<file path="config.mk">
export PLATFORM = sky130hd
export DESIGN_NAME = dance_floor
export DESIGN_NICKNAME = d
export VERILOG_FILES = /design/src/source/dance_pkg.sv /design/src/source/dance_cue_if.sv /design/src/source/dancer_pos_if.sv /design/src/source/beat_tracker.sv /design/src/source/dance_floor.sv /design/src/source/dancer_motion.sv /design/src/source/sprite_position_bank.sv
export SDC_FILE = /design/constraint.sdc
export NUM_CORES = 1
export LEC_CHECK = 0
export ABC_AREA = 1
export BUFFER_PORTS_ARGS = -buffer_cell sky130_fd_sc_hd__buf_2
export CAP_MARGIN = 20
export CORE_UTILIZATION = 30
export CTS_CLUSTER_DIAMETER = 200
export DETAILED_ROUTE_END_ITERATION = 10
export PLACE_DENSITY = 0.57
export SLEW_MARGIN = 30
export SYNTH_ARGS = -nofsm -noshare
export SYNTH_HDL_FRONTEND = slang
export SYNTH_SLANG_ARGS = --single-unit
</file>
<file path="constraint.sdc">
create_clock -name frame_clk -period 3.75 [get_ports frame_clk]
set_input_delay 0.75 -clock frame_clk [delete_from_list [all_inputs] [get_ports frame_clk]]
set_output_delay 0.75 -clock frame_clk [all_outputs]
set_load 0.01 [all_outputs]
</file>
<file path="src/source/dance_pkg.sv">
/*
  shared sizes and timing for the dance-floor motion controller
  all timing constants count frame_tick strobes, not clock cycles
  num_dancers, step_frames and max_tol may be changed; derived widths follow
*/
package dance_pkg;

  // dancer count and screen coordinate widths
  localparam int num_dancers = 4;
  localparam int x_width = 10;
  localparam int y_width = 9;
  localparam int index_width = (num_dancers > 1) ? $clog2(num_dancers) : 1;

  // audio power samples and the level whose upward crossing is a beat
  localparam int power_width = 11;
  localparam logic [power_width-1:0] beat_threshold = power_width'(600);

  // frames without a beat before music counts as stopped
  localparam int beat_timeout_frames = 16;
  localparam int timeout_width = $clog2(beat_timeout_frames + 1);

  // frames between two steps, and the largest offset from home per axis
  localparam int step_frames = 8;
  localparam int step_cnt_width = (step_frames > 1) ? $clog2(step_frames) : 1;
  localparam int max_tol = 7;

  // sprite box for the pixel hit test
  localparam int sprite_w = 32;
  localparam int sprite_h = 32;

endpackage

</file>
<file path="src/source/dance_cue_if.sv">
/*
  beat cue shared by the tracker and every dancer
  all members are single-cycle strobes or levels with no handshake
*/
interface dance_cue_if;
  // frame strobe, one cycle behind the top-level frame_tick
  logic frame_tick;
  // one-cycle pulse per detected beat
  logic beat_hit;
  // high while music is playing
  logic beating;
  // 1 steps toward +x/+y, 0 toward -x/-y
  logic direction;

  modport source (output frame_tick, beat_hit, beating, direction);
  modport sink (input frame_tick, beat_hit, beating, direction);
endinterface

</file>
<file path="src/source/dancer_pos_if.sv">
/*
  one dancer's sprite position and status toward the position bank
  pos_x and pos_y are the sprite's top-left corner
*/
interface dancer_pos_if import dance_pkg::*; ();
  logic [x_width-1:0] pos_x;
  logic [y_width-1:0] pos_y;
  // pulses in the cycle the new position first shows
  logic moved;
  // enabled and music playing, registered
  logic active;

  modport dancer (output pos_x, pos_y, moved, active);
  modport bank (input pos_x, pos_y, moved, active);
endinterface

</file>
<file path="src/source/beat_tracker.sv">
/*
  finds beats as upward threshold crossings of the audio power stream
  only samples with audio_valid high are compared; others are ignored
  a crossing on the first valid sample after reset counts as a beat
*/
module beat_tracker import dance_pkg::*; (
  input  logic                   frame_clk,
  input  logic                   reset,
  input  logic                   frame_tick,
  input  logic                   audio_valid,
  input  logic [power_width-1:0] audio_power,
  dance_cue_if.source            cue
);

  logic                     above;
  logic                     above_q;
  logic                     crossing;
  logic                     beat_hit_q;
  logic                     beating_q;
  logic                     direction_q;
  logic                     frame_tick_q;
  logic [timeout_width-1:0] quiet_cnt_q;
  logic                     quiet_done;

  // current sample at or above the beat level
  assign above = audio_power >= beat_threshold;
  // rising crossing relative to the previous valid sample
  assign crossing = audio_valid && above && !above_q;
  // last frame of the quiet window
  assign quiet_done = frame_tick &&
                      (quiet_cnt_q == timeout_width'(beat_timeout_frames - 1));

  // previous valid sample's threshold flag
  always_ff @(posedge frame_clk) begin
    if (reset) begin
      above_q <= 1'b0;
    end else if (audio_valid) begin
      above_q <= above;
    end
  end

  // beat pulse, direction flip and frame strobe copy
  always_ff @(posedge frame_clk) begin
    if (reset) begin
      beat_hit_q   <= 1'b0;
      direction_q  <= 1'b0;
      frame_tick_q <= 1'b0;
    end else begin
      beat_hit_q   <= crossing;
      direction_q  <= direction_q ^ crossing;
      frame_tick_q <= frame_tick;
    end
  end

  // music-present level restarted by every beat
  always_ff @(posedge frame_clk) begin
    if (reset) begin
      beating_q   <= 1'b0;
      quiet_cnt_q <= '0;
    end else if (crossing) begin
      beating_q   <= 1'b1;
      quiet_cnt_q <= '0;
    end else if (beating_q && frame_tick) begin
      if (quiet_done) begin
        // timeout reached so music counts as stopped
        beating_q   <= 1'b0;
        quiet_cnt_q <= '0;
      end else begin
        quiet_cnt_q <= quiet_cnt_q + 1'b1;
      end
    end
  end

  assign cue.frame_tick = frame_tick_q;
  assign cue.beat_hit   = beat_hit_q;
  assign cue.beating    = beating_q;
  assign cue.direction  = direction_q;

  // a beat needs a below-threshold sample in between so pulses never touch
  assert property (@(posedge frame_clk) disable iff (reset)
    beat_hit_q |=> !beat_hit_q);

endmodule

</file>
<file path="src/source/dance_floor.sv">
/*
  dance-floor motion controller top level, all on frame_clk
  frame_tick is a one-cycle strobe at each frame start
  positions change 3 cycles after the qualifying frame_tick
  reset must last at least two cycles; home_x/home_y are sampled during it
*/
module dance_floor import dance_pkg::*; (
  input  logic                                frame_clk,
  input  logic                                reset,
  input  logic                                frame_tick,
  input  logic                                audio_valid,
  input  logic [power_width-1:0]              audio_power,
  input  logic [num_dancers-1:0]              dancer_en,
  input  logic [num_dancers-1:0][x_width-1:0] home_x,
  input  logic [num_dancers-1:0][y_width-1:0] home_y,
  input  logic [x_width-1:0]                  pixel_x,
  input  logic [y_width-1:0]                  pixel_y,
  output logic [num_dancers-1:0][x_width-1:0] dancer_x,
  output logic [num_dancers-1:0][y_width-1:0] dancer_y,
  output logic                                hit_valid,
  output logic [index_width-1:0]              hit_index,
  output logic                                beating,
  output logic                                beat_hit,
  output logic                                direction
);

  dance_cue_if  cue ();
  dancer_pos_if pos_bus [num_dancers] ();

  beat_tracker beat_tracker_inst (
    .frame_clk   (frame_clk),
    .reset       (reset),
    .frame_tick  (frame_tick),
    .audio_valid (audio_valid),
    .audio_power (audio_power),
    .cue         (cue)
  );

  // identical dancers, all following the same cue
  for (genvar i = 0; i < num_dancers; i++) begin : g_dancer
    dancer_motion dancer_motion_inst (
      .frame_clk (frame_clk),
      .reset     (reset),
      .enable    (dancer_en[i]),
      .home_x    (home_x[i]),
      .home_y    (home_y[i]),
      .cue       (cue),
      .pos       (pos_bus[i])
    );
  end

  sprite_position_bank sprite_position_bank_inst (
    .frame_clk (frame_clk),
    .reset     (reset),
    .pixel_x   (pixel_x),
    .pixel_y   (pixel_y),
    .pos       (pos_bus),
    .dancer_x  (dancer_x),
    .dancer_y  (dancer_y),
    .hit_valid (hit_valid),
    .hit_index (hit_index)
  );

  // cue status for the outside
  assign beating   = cue.beating;
  assign beat_hit  = cue.beat_hit;
  assign direction = cue.direction;

endmodule

</file>
<file path="src/source/dancer_motion.sv">
/*
  one dancer's diagonal sway around its home position
  home is captured while reset is high; later changes wait for the next reset
  reset must be held at least two cycles for the bank to see home
  each axis clamps to home +/- max_tol and never wraps at the screen edge
*/
module dancer_motion import dance_pkg::*; (
  input  logic               frame_clk,
  input  logic               reset,
  input  logic               enable,
  input  logic [x_width-1:0] home_x,
  input  logic [y_width-1:0] home_y,
  dance_cue_if.sink          cue,
  dancer_pos_if.dancer       pos
);

  logic [step_cnt_width-1:0] frame_cnt_q;
  logic                      run;
  logic                      step;
  logic [x_width-1:0]        home_x_q;
  logic [y_width-1:0]        home_y_q;
  logic [x_width-1:0]        pos_x_q;
  logic [y_width-1:0]        pos_y_q;
  // one extra bit so the box bounds never wrap
  logic [x_width:0]          pos_x_ext;
  logic [x_width:0]          home_x_ext;
  logic [x_width:0]          x_hi;
  logic [x_width:0]          x_reach;
  logic [y_width:0]          pos_y_ext;
  logic [y_width:0]          home_y_ext;
  logic [y_width:0]          y_hi;
  logic [y_width:0]          y_reach;
  logic                      x_can_inc;
  logic                      x_can_dec;
  logic                      y_can_inc;
  logic                      y_can_dec;
  logic                      x_go;
  logic                      y_go;
  logic                      moved_q;
  logic                      active_q;

  assign run  = enable && cue.beating;
  // step on the step_frames-th counted frame
  assign step = run && cue.frame_tick &&
                (frame_cnt_q == step_cnt_width'(step_frames - 1));

  assign pos_x_ext  = {1'b0, pos_x_q};
  assign home_x_ext = {1'b0, home_x_q};
  assign pos_y_ext  = {1'b0, pos_y_q};
  assign home_y_ext = {1'b0, home_y_q};

  // upper box edge per axis
  assign x_hi = home_x_ext + (x_width + 1)'(max_tol);
  assign y_hi = home_y_ext + (y_width + 1)'(max_tol);
  // position plus tolerance is compared with home for the lower edge
  assign x_reach = pos_x_ext + (x_width + 1)'(max_tol);
  assign y_reach = pos_y_ext + (y_width + 1)'(max_tol);

  // room left inside the tolerance box and on screen
  assign x_can_inc = (pos_x_ext < x_hi) && (pos_x_q != '1);
  assign x_can_dec = (x_reach > home_x_ext) && (pos_x_q != '0);
  assign y_can_inc = (pos_y_ext < y_hi) && (pos_y_q != '1);
  assign y_can_dec = (y_reach > home_y_ext) && (pos_y_q != '0);

  // each axis moves only if the cue direction leaves room
  assign x_go = cue.direction ? x_can_inc : x_can_dec;
  assign y_go = cue.direction ? y_can_inc : y_can_dec;

  // frame counter cleared whenever the dancer is idle
  always_ff @(posedge frame_clk) begin
    if (reset || !run) begin
      frame_cnt_q <= '0;
    end else if (cue.frame_tick) begin
      if (step) begin
        frame_cnt_q <= '0;
      end else begin
        frame_cnt_q <= frame_cnt_q + 1'b1;
      end
    end
  end

  // home copy and position
  always_ff @(posedge frame_clk) begin
    if (reset) begin
      home_x_q <= home_x;
      home_y_q <= home_y;
      pos_x_q  <= home_x;
      pos_y_q  <= home_y;
    end else if (step) begin
      if (x_go) begin
        pos_x_q <= cue.direction ? pos_x_q + 1'b1 : pos_x_q - 1'b1;
      end
      if (y_go) begin
        pos_y_q <= cue.direction ? pos_y_q + 1'b1 : pos_y_q - 1'b1;
      end
    end
  end

  // status flags aligned with the position update
  always_ff @(posedge frame_clk) begin
    if (reset) begin
      moved_q  <= 1'b0;
      active_q <= 1'b0;
    end else begin
      moved_q  <= step && (x_go || y_go);
      active_q <= run;
    end
  end

  assign pos.pos_x  = pos_x_q;
  assign pos.pos_y  = pos_y_q;
  assign pos.moved  = moved_q;
  assign pos.active = active_q;

  // position stays inside home +/- max_tol on both axes
  assert property (@(posedge frame_clk) disable iff (reset)
    (pos_x_ext <= x_hi) && (x_reach >= home_x_ext) &&
    (pos_y_ext <= y_hi) && (y_reach >= home_y_ext));

endmodule

</file>
<file path="src/source/sprite_position_bank.sv">
/*
  collects every dancer position and answers which sprite covers a pixel
  hit test uses the registered positions, result one cycle after the pixel
  overlapping sprites resolve to the lowest dancer index
*/
module sprite_position_bank import dance_pkg::*; (
  input  logic                                frame_clk,
  input  logic                                reset,
  input  logic [x_width-1:0]                  pixel_x,
  input  logic [y_width-1:0]                  pixel_y,
  dancer_pos_if.bank                          pos [num_dancers],
  output logic [num_dancers-1:0][x_width-1:0] dancer_x,
  output logic [num_dancers-1:0][y_width-1:0] dancer_y,
  output logic                                hit_valid,
  output logic [index_width-1:0]              hit_index
);

  logic [num_dancers-1:0][x_width-1:0] live_x;
  logic [num_dancers-1:0][y_width-1:0] live_y;
  logic [num_dancers-1:0]              live_moved;
  logic [num_dancers-1:0]              covers;
  logic                                hit_any;
  logic [index_width-1:0]              hit_sel;

  for (genvar i = 0; i < num_dancers; i++) begin : g_dancer
    assign live_x[i]     = pos[i].pos_x;
    assign live_y[i]     = pos[i].pos_y;
    assign live_moved[i] = pos[i].moved;

    // box spans pos to pos + size - 1 and is compared one bit wider
    assign covers[i] =
      ({1'b0, pixel_x} >= {1'b0, dancer_x[i]}) &&
      ({1'b0, pixel_x} < {1'b0, dancer_x[i]} + (x_width + 1)'(sprite_w)) &&
      ({1'b0, pixel_y} >= {1'b0, dancer_y[i]}) &&
      ({1'b0, pixel_y} < {1'b0, dancer_y[i]} + (y_width + 1)'(sprite_h));

    // an idle dancer's registered copy is already up to date
    assert property (@(posedge frame_clk) disable iff (reset)
      !pos[i].active |-> (dancer_x[i] == live_x[i]) && (dancer_y[i] == live_y[i]));
  end

  // load on every step; during reset this picks up the home positions
  always_ff @(posedge frame_clk) begin
    for (int i = 0; i < num_dancers; i++) begin
      if (reset || live_moved[i]) begin
        dancer_x[i] <= live_x[i];
        dancer_y[i] <= live_y[i];
      end
    end
  end

  // scan from the top so the lowest covering index wins
  always_comb begin
    hit_any = 1'b0;
    hit_sel = '0;
    for (int i = num_dancers - 1; i >= 0; i--) begin
      if (covers[i]) begin
        hit_any = 1'b1;
        hit_sel = index_width'(i);
      end
    end
  end

  always_ff @(posedge frame_clk) begin
    if (reset) begin
      hit_valid <= 1'b0;
    end else begin
      hit_valid <= hit_any;
    end
  end

  // index only means something while hit_valid is high
  always_ff @(posedge frame_clk) begin
    hit_index <= hit_sel;
  end

endmodule

</file>
==> results.cfg <==
[run_status]
status = completed

[sta]
rsz0062_at_grt = false
slew_viol_final = 0
max-slew-margin-rel_pct = 37.0
hold_viol = 0
max_freq_ghz = 0.304
fin_worst_skew_ns = 0.0212
worst_pin_slew_ns = 0.939
post-route-period-util_pct = 87.8
fin_crit_ns = 3.29
tns_ns = 0
setup_viol = 0

[critical_path]
path_cells = inv_1 -> ha_1 -> a21oi_1 -> nand3_1 -> nor3_1 -> xor2_1 -> ha_1 -> nand3_1 -> nor2_1 -> nor2_1 -> nand3_1 -> nand2_1 -> nand2_1 -> o21ai_1
critPathMostFrequentCell = nand3_1
end_kind = flop
crit_type = flop to flop
cpMaxStageDelayCell = o21ai_1
cpPeakStageDelay_ns = 0.74
worstPathRequired_ns = 3.92
crit_path_start_kind = flop
crit_family = compound AO/OA/AOI/OAI gates
path_buf_inv = 1
crit_fanout = 9
cp.arrival_ns = 3.46

[finish]
multiInputGateArea_um2 = 13100
design_area_um2 = 25500
drive_gt1_share_pct = 10.9
most-common-layout-cells = nand2_1, inv_1, ha_1, edfxtp_1, nor2_1
area_delta_synth_final_pct = 15.5
fillers = 7629
final_common_cell = nand2_1
nets = 3416
regArea_um2 = 7430

[min_path]
worst_hold_path_type = input pin to flop

[cts]
clock_path_buffers = 3
cts.sinks = 257
hold_buffers = 0
ctsRootBufferMaster = clkbuf_16
clkTransAtPathRegs_ns = 0.06
cts_tree = done
cts_buffers = 34
postCtsSetupRepairBufs = 0
cts_repair_resize_count = 0
clkLatencyLatePin_ns = 0.55
htreeDepth = 2

[floorplanning]
start_util_pct = 30.3
die_h_um = 273
coreArea_um2 = 72800
pin_count = 196
die_area_um2 = 74700
rows = 99
fp.dieW_um = 273

[pwr]
power_mw = 10.8
p_per_area_nw_per_um2 = 422
leakagePower_nw = 12.3
ir_worst_vdd_mv = 0.223

[synth]
synth_seq_cells = 257
synthesis.area_um2 = 22100
synth.distinct_cells = 48
ys_top_cells_by_area = edfxtp_1, ha_1, nand2_1, inv_1, xor2_1
syn_area_per_cell_um2 = 8.19
synth_edf_count = 228
synth_seq_area_share_pct = 33.6
postSynthCellCount = 2695
syn_nets = 3182
yosysTopAreaCell = edfxtp_1
synth-main-ff-cell = edfxtp_1
yosysWarnings = 0
synthArstFlopShare_pct = 0
synth_top_area_share_pct = 31.0

[placement]
port_buffers = 192
dp_hpwl_mm = 50.1
gp_congestion = 0.873
placedInstanceArea_um2 = 24400

[drt]
drtIter0Drc = 871
vias_per_cell = 4.68
drc = 0
wl_per_cell_um = 15.9
antenna_left = 0
wl_mm = 62.1
vias = 18300
drt-pass1-iter-count = 5

[global_route]
overflow = 0
grt_max_degree = 55
grt_pass1_vias = 17600
grt_pass1_wl_mm = 96.9
grt_usage_pct = 16.7
antenna_found_initial = 10

[run]
maxCapViolCount = 0
[worst paths after layout]
kind | from | to | slack, ns | depth (start not counted)
worst max-delay path | g_dancer[1].dancer_motion_inst.home_y_q[0] | g_dancer[1].dancer_motion_inst.pos.pos_y[7] | 0.46 | 14
worst min register to register | beat_tracker_inst.above_q | beat_tracker_inst.above_q | 0.46 | 2
worst min-delay path | home_x[6] | g_dancer[0].dancer_motion_inst.home_x_q[6] | 0.39 | 1
worst max register to register | g_dancer[1].dancer_motion_inst.home_y_q[0] | g_dancer[1].dancer_motion_inst.pos.pos_y[7] | 0.46 | 14
[flip-flops by register name, summed over array words and instances (netlist names)]
| register | cells |
|---|---|
| beat_tracker_inst.above_q | 1 |
| beat_tracker_inst.cue.beat_hit | 1 |
| beat_tracker_inst.cue.beating | 1 |
| beat_tracker_inst.cue.direction | 1 |
| beat_tracker_inst.cue.frame_tick | 1 |
| beat_tracker_inst.quiet_cnt_q | 5 |
| g_dancer.dancer_motion_inst.frame_cnt_q | 12 |
| g_dancer.dancer_motion_inst.home_x_q | 40 |
| g_dancer.dancer_motion_inst.home_y_q | 36 |
| g_dancer.dancer_motion_inst.pos.moved | 4 |
| g_dancer.dancer_motion_inst.pos.pos_x | 40 |
| g_dancer.dancer_motion_inst.pos.pos_y | 36 |
| sprite_position_bank_inst.dancer_x | 40 |
| sprite_position_bank_inst.dancer_y | 36 |
| sprite_position_bank_inst.hit_index | 2 |
| sprite_position_bank_inst.hit_valid | 1 |
[report_power, final]
group          internal, mW  switching [mW]  leakage, nW
logic                  1.48            2.16         9.33
clock network          1.89            1.34        0.533
registers              3.49           0.394         2.48
total                  6.86            3.90         12.3
[per-layer routing]
layer / GRT usage (%) / routed length, µm / up-vias
met3: 2.44 / 2710 / 85
met2: 27.6 / 28200 / 329
met5: 0 / 57 / -
li1: - / - / 9650
met1: 22.4 / 29700 / 8268
met4: 4.54 / 1470 / 10
[cells by family (layout without fill, tap and decap cells)]
group / Yosys count / count (layout) / synth area share [%]
AOI/OAI and AO/OA: 411 / 411 / 10.6
xor gates and xnor gates: 161 / 161 / 6.39
adders and majority gates: 373 / 373 / 21.4
buffers and inverters: 412 / 672 / 7.02
DFF: 257 / 257 / 33.6
other: 0 / 3 / 0
and+or+nand+nor: 1081 / 1081 / 20.9
[cells in the mapped netlist (2+ instances only)]
cell and number:
a31o_2 3, or2_1 3, dfxtp_1 29, a41oi_1 3, o21bai_1 16, inv_2 13
o21a_1 15, nand4_1 56, nand3_2 6, nor3_1 46, xor2_1 126, xnor2_1 35
o311ai_1 4, o2111ai_1 2, and3_1 4, nand2_2 4, clkbuf_1 22, nor4_1 7
fa_1 8, buf_2 3, nor3_2 3, clkinv_1 3, nor2_1 203, o211ai_1 8
a31oi_1 14, a21oi_1 194, nand3_1 143, a21o_1 31, inv_1 371, o21ai_1 23
ha_1 365, nand2_1 578, o311ai_0 4, o21ai_0 85, a211oi_1 2, a21oi_2 2
nand3b_1 12, nor2_2 7, or2_2 6, edfxtp_1 228
[area by class of cell]
type	instances	area share [%]
diodes	3	0.0294
clock buffers	47	3.81
clock inverters	15	0.481
inverters	387	5.70
multi-input cells	2026	51.4
flip-flops and latches	257	29.1
well taps	959	4.71
repair buffers	223	4.75
[stage by stage]
step	instances	setup slack, ns	hold slack, ns	utilization [%]
global placement	3852	0.340	0.448	33.5
floorplan	2695	0.271	0.438	-
global route	3914	0.149	0.362	35.0
detailed placement	3852	0.267	0.456	33.5
finish	3917	0.457	0.385	35.0
CTS	3914	0.248	0.342	35.0
[worst reg2reg max path, stage by stage, from the launching register on]
cell and delay (ns):
edfxtp_1 0.38, inv_1 0.10, ha_1 0.23, a21oi_1 0.22, nand3_1 0.15, nor3_1 0.20
xor2_1 0.18, ha_1 0.26, nand3_1 0.11, nor2_1 0.05, nor2_1 0.08, nand3_1 0.07
nand2_1 0.06, nand2_1 0.09, o21ai_1 0.74
No activity file was read; power rests on OpenSTA's default activity.
